<file path="config.mk">
export PLATFORM = sky130hd
export DESIGN_NAME = uart
export DESIGN_NICKNAME = d
export VERILOG_FILES = /design/src/hw/uart_pkg.sv /design/src/hw/uart_ctrl.sv /design/src/hw/uart_tx_path.sv /design/src/hw/uart_rx_path.sv /design/src/hw/uart.sv
export SDC_FILE = /design/constraint.sdc
export NUM_CORES = 1
export LEC_CHECK = 0
export BUFFER_PORTS_ARGS = -buffer_cell sky130_fd_sc_hd__buf_2
export CAP_MARGIN = 15
export CORE_AREA = 2 2 74 76
export DETAILED_ROUTE_END_ITERATION = 7
export DIE_AREA = 0 0 76 78
export PLACE_DENSITY = 0.67
export REMOVE_ABC_BUFFERS = 1
export SYNTH_ARGS = -nofsm -noshare
export SYNTH_HDL_FRONTEND = slang
export SYNTH_SLANG_ARGS = --single-unit
</file>
<file path="constraint.sdc">
create_clock -name clk -period 3.5 [get_ports clk]
set_clock_uncertainty 0.2 [all_clocks]
set_input_delay 0.7 -clock clk [delete_from_list [all_inputs] [get_ports clk]]
set_output_delay 0.7 -clock clk [all_outputs]
set_load 0.05 [all_outputs]
</file>
<file path="src/hw/uart_pkg.sv">
package uart_pkg;

   // Line format: start, eight data bits LSB first, odd parity, stop
   localparam int frame_bits     = 11;
   localparam int frames_per_cmd = 2;

   // One command is sent as two frames, hi first
   typedef struct packed {
      logic [7:0] hi;
      logic [7:0] lo;
   } uart_cmd_t;

   // Bit 0 is the first bit on the line
   typedef struct packed {
      logic       stop;
      logic       parity;
      logic [7:0] data;
      logic       start;
   } uart_fields_t;

   // Raw view for shifting, field view for building and checking
   typedef union packed {
      logic [frame_bits-1:0] raw;
      uart_fields_t          f;
   } uart_frame_u;

   typedef struct packed {
      logic load;
      logic shift;
   } tx_ctl_t;

   typedef struct packed {
      logic sample;
      logic done;
   } rx_ctl_t;

   // Bit that makes data plus parity hold an odd number of ones
   function automatic logic odd_parity(input logic [7:0] data);
      return ~^data;
   endfunction

endpackage

</file>
<file path="src/hw/uart_ctrl.sv">
`timescale 1ns/1ps

module uart_ctrl (
   input  logic              clk,
   input  logic              rst_n,
   input  logic              cmd_vld,
   input  logic              line_low,
   output logic              cmd_rdy,
   output uart_pkg::tx_ctl_t tx_ctl,
   output uart_pkg::rx_ctl_t rx_ctl
);
   import uart_pkg::*;

   logic [4:0] tx_cnt;
   logic       tx_last;
   logic       rx_busy;
   logic [3:0] rx_cnt;
   logic       rx_last;

   // Transmit sequencer

   // Command taken in the cycle where both sides agree
   assign tx_ctl.load  = cmd_vld & cmd_rdy;

   // Line advances every cycle while busy
   assign tx_ctl.shift = ~cmd_rdy;

   assign tx_last = (tx_cnt == 5'(frames_per_cmd * frame_bits - 1));

   always_ff @(posedge clk or negedge rst_n) begin
      if (!rst_n) begin
         cmd_rdy <= 1'b1;
      end else if (tx_ctl.load) begin
         cmd_rdy <= 1'b0;
      end else if (tx_ctl.shift && tx_last) begin
         cmd_rdy <= 1'b1;
      end
   end

   always_ff @(posedge clk or negedge rst_n) begin
      if (!rst_n) begin
         tx_cnt <= '0;
      end else if (tx_ctl.shift) begin
         if (tx_last) begin
            tx_cnt <= '0;
         end else begin
            tx_cnt <= tx_cnt + 5'd1;
         end
      end
   end

   // Receive sequencer

   // Start is only looked for while idle
   assign rx_ctl.sample = rx_busy | line_low;

   assign rx_last     = (rx_cnt == 4'(frame_bits - 1));
   assign rx_ctl.done = rx_ctl.sample & rx_last;

   always_ff @(posedge clk or negedge rst_n) begin
      if (!rst_n) begin
         rx_busy <= 1'b0;
      end else if (rx_ctl.done) begin
         rx_busy <= 1'b0;
      end else if (rx_ctl.sample) begin
         rx_busy <= 1'b1;
      end
   end

   always_ff @(posedge clk or negedge rst_n) begin
      if (!rst_n) begin
         rx_cnt <= '0;
      end else if (rx_ctl.done) begin
         rx_cnt <= '0;
      end else if (rx_ctl.sample) begin
         rx_cnt <= rx_cnt + 4'd1;
      end
   end

endmodule

</file>
<file path="src/hw/uart_tx_path.sv">
`timescale 1ns/1ps

module uart_tx_path (
   input  logic                clk,
   input  logic                rst_n,
   input  uart_pkg::uart_cmd_t cmd_in,
   input  uart_pkg::tx_ctl_t   tx_ctl,
   output logic                tx
);
   import uart_pkg::*;

   uart_frame_u hi_frame;
   uart_frame_u lo_frame;

   function automatic uart_frame_u make_frame(input logic [7:0] data);
      uart_frame_u frame;
      frame.f.start  = 1'b0;
      frame.f.data   = data;
      frame.f.parity = odd_parity(data);
      frame.f.stop   = 1'b1;
      return frame;
   endfunction

   // The two frames form one 22-bit shifter, hi frame leaves first
   always_ff @(posedge clk) begin
      if (tx_ctl.load) begin
         hi_frame <= make_frame(cmd_in.hi);
         lo_frame <= make_frame(cmd_in.lo);
      end else if (tx_ctl.shift) begin
         hi_frame.raw <= {lo_frame.raw[0], hi_frame.raw[frame_bits-1:1]};
         lo_frame.raw <= {1'b1, lo_frame.raw[frame_bits-1:1]};
      end
   end

   // Idle line is high
   always_ff @(posedge clk or negedge rst_n) begin
      if (!rst_n) begin
         tx <= 1'b1;
      end else if (tx_ctl.shift) begin
         tx <= hi_frame.raw[0];
      end else begin
         tx <= 1'b1;
      end
   end

endmodule

</file>
<file path="src/hw/uart_rx_path.sv">
`timescale 1ns/1ps

module uart_rx_path (
   input  logic              clk,
   input  logic              rst_n,
   input  logic              rx,
   input  uart_pkg::rx_ctl_t rx_ctl,
   output logic              line_low,
   output logic              read_rdy,
   output logic [7:0]        read_data
);
   import uart_pkg::*;

   logic        rx_meta;
   logic        rx_sync;
   uart_frame_u frame_q;
   uart_frame_u frame_nxt;
   logic        parity_ok;
   logic        frame_good;

   // Two-stage synchronizer, resting at the idle level
   always_ff @(posedge clk or negedge rst_n) begin
      if (!rst_n) begin
         rx_meta <= 1'b1;
         rx_sync <= 1'b1;
      end else begin
         rx_meta <= rx;
         rx_sync <= rx_meta;
      end
   end

   assign line_low = ~rx_sync;

   // New bit enters at the top, so the first bit ends up in bit 0
   assign frame_nxt.raw = {rx_sync, frame_q.raw[frame_bits-1:1]};

   always_ff @(posedge clk) begin
      if (rx_ctl.sample) begin
         frame_q <= frame_nxt;
      end
   end

   // Checked on the frame as it stands once the stop bit is in
   assign parity_ok  = (frame_nxt.f.parity == odd_parity(frame_nxt.f.data));
   assign frame_good = ~frame_nxt.f.start & frame_nxt.f.stop & parity_ok;

   always_ff @(posedge clk or negedge rst_n) begin
      if (!rst_n) begin
         read_rdy <= 1'b0;
      end else begin
         read_rdy <= rx_ctl.done & frame_good;
      end
   end

   // Bad frames leave the last good byte in place
   always_ff @(posedge clk or negedge rst_n) begin
      if (!rst_n) begin
         read_data <= '0;
      end else if (rx_ctl.done && frame_good) begin
         read_data <= frame_nxt.f.data;
      end
   end

endmodule

</file>
<file path="src/hw/uart.sv">
`timescale 1ns/1ps

module uart (
   input  logic                clk,
   input  logic                rst_n,
   input  uart_pkg::uart_cmd_t cmd_in,
   input  logic                cmd_vld,
   input  logic                rx,
   output logic                cmd_rdy,
   output logic                tx,
   output logic                read_rdy,
   output logic [7:0]          read_data
);
   import uart_pkg::*;

   tx_ctl_t tx_ctl;
   rx_ctl_t rx_ctl;
   logic    line_low;

   // All bit counting lives here
   uart_ctrl u_ctrl (
      .clk      (clk),
      .rst_n    (rst_n),
      .cmd_vld  (cmd_vld),
      .line_low (line_low),
      .cmd_rdy  (cmd_rdy),
      .tx_ctl   (tx_ctl),
      .rx_ctl   (rx_ctl)
   );

   uart_tx_path u_tx (
      .clk    (clk),
      .rst_n  (rst_n),
      .cmd_in (cmd_in),
      .tx_ctl (tx_ctl),
      .tx     (tx)
   );

   uart_rx_path u_rx (
      .clk       (clk),
      .rst_n     (rst_n),
      .rx        (rx),
      .rx_ctl    (rx_ctl),
      .line_low  (line_low),
      .read_rdy  (read_rdy),
      .read_data (read_data)
   );

endmodule

</file>
==> reports/results.tsv <==
stage	metric	value	unit
yosys	synthArstFlopShare	42.59	%
global_routing	grt_use_met2	20.36	%
final_layout	drive_above_1_share	24.02	%
clock_network	cts_sinks	54	
clock_network	cts.repair.resized	0	
power_and_ir_drop	p_sw	0.8444	mW
power_and_ir_drop	p_seq_share	48.9	%
critical_path	rr_worst_depth	1	
sta	fin_crit	2610	ps
power_and_ir_drop	p_sw_share	34.88	%
critical_path	path_buf_inv	1	
yosys	yosys-top-cells-count	28 x edfxtp_1, 25 x inv_1, 22 x o21ai_0	
detailed_routing	via_count	1443	
detailed_routing	viasPerCell	4.826	
final_layout	fill_cells	441	
detailed_routing	antenna_left	0	
global_routing	grtUsageMet3	3.605	%
yosys	yosysTopAreaCell	edfxtp_1	
yosys	yosysMostFrequentCell	edfxtp_1	
critical_path	path_depth	1	
final_layout	multi_input_area	808.3	sq um
power_and_ir_drop	p_int	1.576	mW
global_routing	grt_use_met1	17.42	%
critical_path	crit_chain	buf_2	
yosys	synth-main-ff-cell	edfxtp_1	
power_and_ir_drop	clkPwrFrac	17.5	%
power_and_ir_drop	power_density	884.2	mW/mm^2
clock_network	post-cts-setup-buffers	0	
critical_path	r2r-start	u_ctrl.cmd_rdy	
clock_network	clock_latency	310	ps
power_and_ir_drop	p_comb_share	33.6	%
worst_hold_path	hold_class	in -> async	
clock_network	cts_hold_buf	0	
critical_path	critPathKind	reg -> out	
power_and_ir_drop	vdd_drop_max	0.3047	mV
critical_path	r2r_slack	1190	ps
global_routing	grt_antenna_before_repair	0	
critical_path	crit_fanout	49	
detailed_routing	route.detailed.drc	0	
final_layout	regArea	0.001481	sq mm
power_and_ir_drop	power.leakage	1.224	nW
final_layout	fin_nets	252	
final_layout	antenna_cells	0	
placement	dpl.hpwl	2.393	mm
clock_network	cts_tree	built	
critical_path	crit_path_start_kind	flop	
detailed_routing	post_drt_wl_per_cell	12.02	microns
yosys	ys_ff_latch	54	
sta	relSlewSlack	50.40	%
critical_path	setup.worst_path.start	u_ctrl.cmd_rdy	
critical_path	crit_family	flip-flops	
job	max_cap_viol_count	0	
clock_network	htree_levels	2	
placement	gp_congestion	0.6698	
yosys	netlist_instances	198	
clock_network	clk_pin_slew	100	ps
final_layout	area_delta_synth_final	13.60	%
die	die_w	76	microns
detailed_routing	routed_wirelength	3.595	mm
final_layout	fin_util	54.29	%
critical_path	crit_path_max_incr_delay	1010	ps
detailed_routing	dr.pass1.iters	4	
yosys	ys_warn_count	0	
detailed_routing	drt_iter0_drc	75	
yosys	synth_edf_count	28	
global_routing	grt_max_degree	50	
die	ios	31	
sta	rsz0062_at_grt	false	
yosys	synth.area.top_cells	edfxtp_1 35%, dfrtp_1 20%, xnor2_1 5.5%	
critical_path	endpoint	cmd_rdy	
critical_path	critPathSlowestCell	dfstp_2	
global_routing	grt_use_total	13.23	%
global_routing	grt_pass1_wl	6.113	mm
die	coreArea	0.005042	sq mm
clock_network	cts_buffers	5	
global_routing	grt_overflow_total	0	
sta	fin_crit_sh	74.56	%
global_routing	grt_pass1_vias	1350	
run_status	status	completed	
sta	hold_viol_final	0	
critical_path	endpoint_kind	output port	
clock_network	cts-root-buf	clkbuf_8	
yosys	syn_area	0.002410	sq mm
die	initial_utilization	47.79	%
critical_path	crit_required	2600	ps
clock_network	clockBufferDepth	2	
yosys	avgSynthCellArea	12.17	sq um
placement	io_buffers	30	
global_routing	busiest_layer	met2	
yosys	yosys.cell_types.count	28	
critical_path	worstPathArrival	1710	ps
die	die-area	0.005928	sq mm
die	die_y	78	microns
sta	fmax	0.3832	GHz
sta	setup_tns	0	ps
sta	setup_violations	0	
die	rows	26	
sta	worst_pin_slew	742.2	ps
critical_path	timing.rr.end	u_tx.lo_frame[6]	
yosys	ys_seq_area_share	61.47	%
sta	finalMaxSlewViolations	0	
yosys	synth_top_area_share	34.89	%
## worst min path at each step
stage | end | slack (ps) | cells after the start
after floorplan | u_rx.rx_sync | 150 | 0
after global placement | u_rx.rx_sync | 150 | 0
after detailed placement | u_rx.rx_sync | 150 | 0
after CTS | u_rx.read_data[1] | 160 | 1
after global routing | u_rx.read_data[2] | 170 | 1
final | u_rx.read_data[1] | 140 | 1
## layout by cell type, fill, tap and decap left out, drive strengths merged
master | netlist | layout
a21o | 1 | 1
a21oi | 2 | 2
a22o | 3 | 3
a31oi | 1 | 1
and2 | 1 | 1
buf | 0 | 30
bufinv | 0 | 1
clkbuf | 7 | 5
clkinv | 0 | 1
dfrtp | 19 | 19
dfstp | 4 | 4
dfxtp | 3 | 3
edfxtp | 28 | 28
ha | 4 | 4
inv | 25 | 26
mux2 | 9 | 9
mux2i | 1 | 1
nand2 | 8 | 8
nand3 | 19 | 19
nand3b | 1 | 1
nor2 | 8 | 8
nor2b | 3 | 3
nor3 | 1 | 1
nor4 | 1 | 1
nor4b | 1 | 1
o21ai | 22 | 22
o22ai | 3 | 3
or2 | 1 | 1
xnor2 | 15 | 15
xnor3 | 2 | 2
xor2 | 5 | 5
## cell families after synthesis
logic type,synth area share (%)
xor gates and xnor gates,9.138
adders and majority gates,2.077
AOI/OAI and AO/OA,7.425
DFF,61.47
and+or+nand+nor,9.761
muxes,5.140
buffers and inverters,4.985
## power groups by stage
stage | sequential (mW) | clock, mW | combinational (mW)
final | 1.18 | 0.425 | 0.813
after global routing | 1.22 | 0.464 | 0.919
after CTS | 1.18 | 0.436 | 0.828
after detailed placement | 1.19 | 0 | 0.822
after global placement | 1.19 | 0 | 0.807
after floorplan | 1.33 | 0 | 0.498
## stage by stage
| stage | hold WS, ps | instance area (sq um) | total power [mW] | setup WS, ps | std cells |
|---|---|---|---|---|---|
| floorplan | 145.2 | 2384 | 1.825 | 1317 | 191 |
| global placement | 146.1 | 2621 | 1.994 | 1215 | 291 |
| detailed placement | 146.8 | 2621 | 2.017 | 1178 | 291 |
| CTS | 155.4 | 2738 | 2.449 | 878.3 | 299 |
| global route | 165.7 | 2738 | 2.603 | 789.9 | 299 |
| finish | 143.5 | 2738 | 2.421 | 890.4 | 299 |
## area by class of cell
class | count | share of cell area, %
repair buffers | 30 | 5.484
multi-input cells | 112 | 29.52
well taps | 70 | 3.199
clock buffers | 5 | 2.514
inverters | 25 | 3.428
clock inverters | 3 | 1.737
flip-flops and latches | 54 | 54.11
## metal layers
layer | part of all wire, % | up-vias
met1 | 50 | 681
met5 | 0 | -
met3 | 2.8 | 6
met4 | 2.1 | 0
li1 | - | 735
met2 | 45 | 21
## sequential cells by signal, summed over array words and instances (netlist names)
signal / cells
u_tx.hi_frame: 11
u_rx.frame_q: 10
u_tx.lo_frame: 10
u_rx.read_data: 8
u_ctrl.tx_cnt: 5
u_ctrl.rx_cnt: 4
u_ctrl.cmd_rdy: 1
u_ctrl.rx_busy: 1
u_rx.read_rdy: 1
u_rx.rx_meta: 1
u_rx.rx_sync: 1
u_tx.tx: 1
No activity file was read; power rests on OpenSTA's default activity.
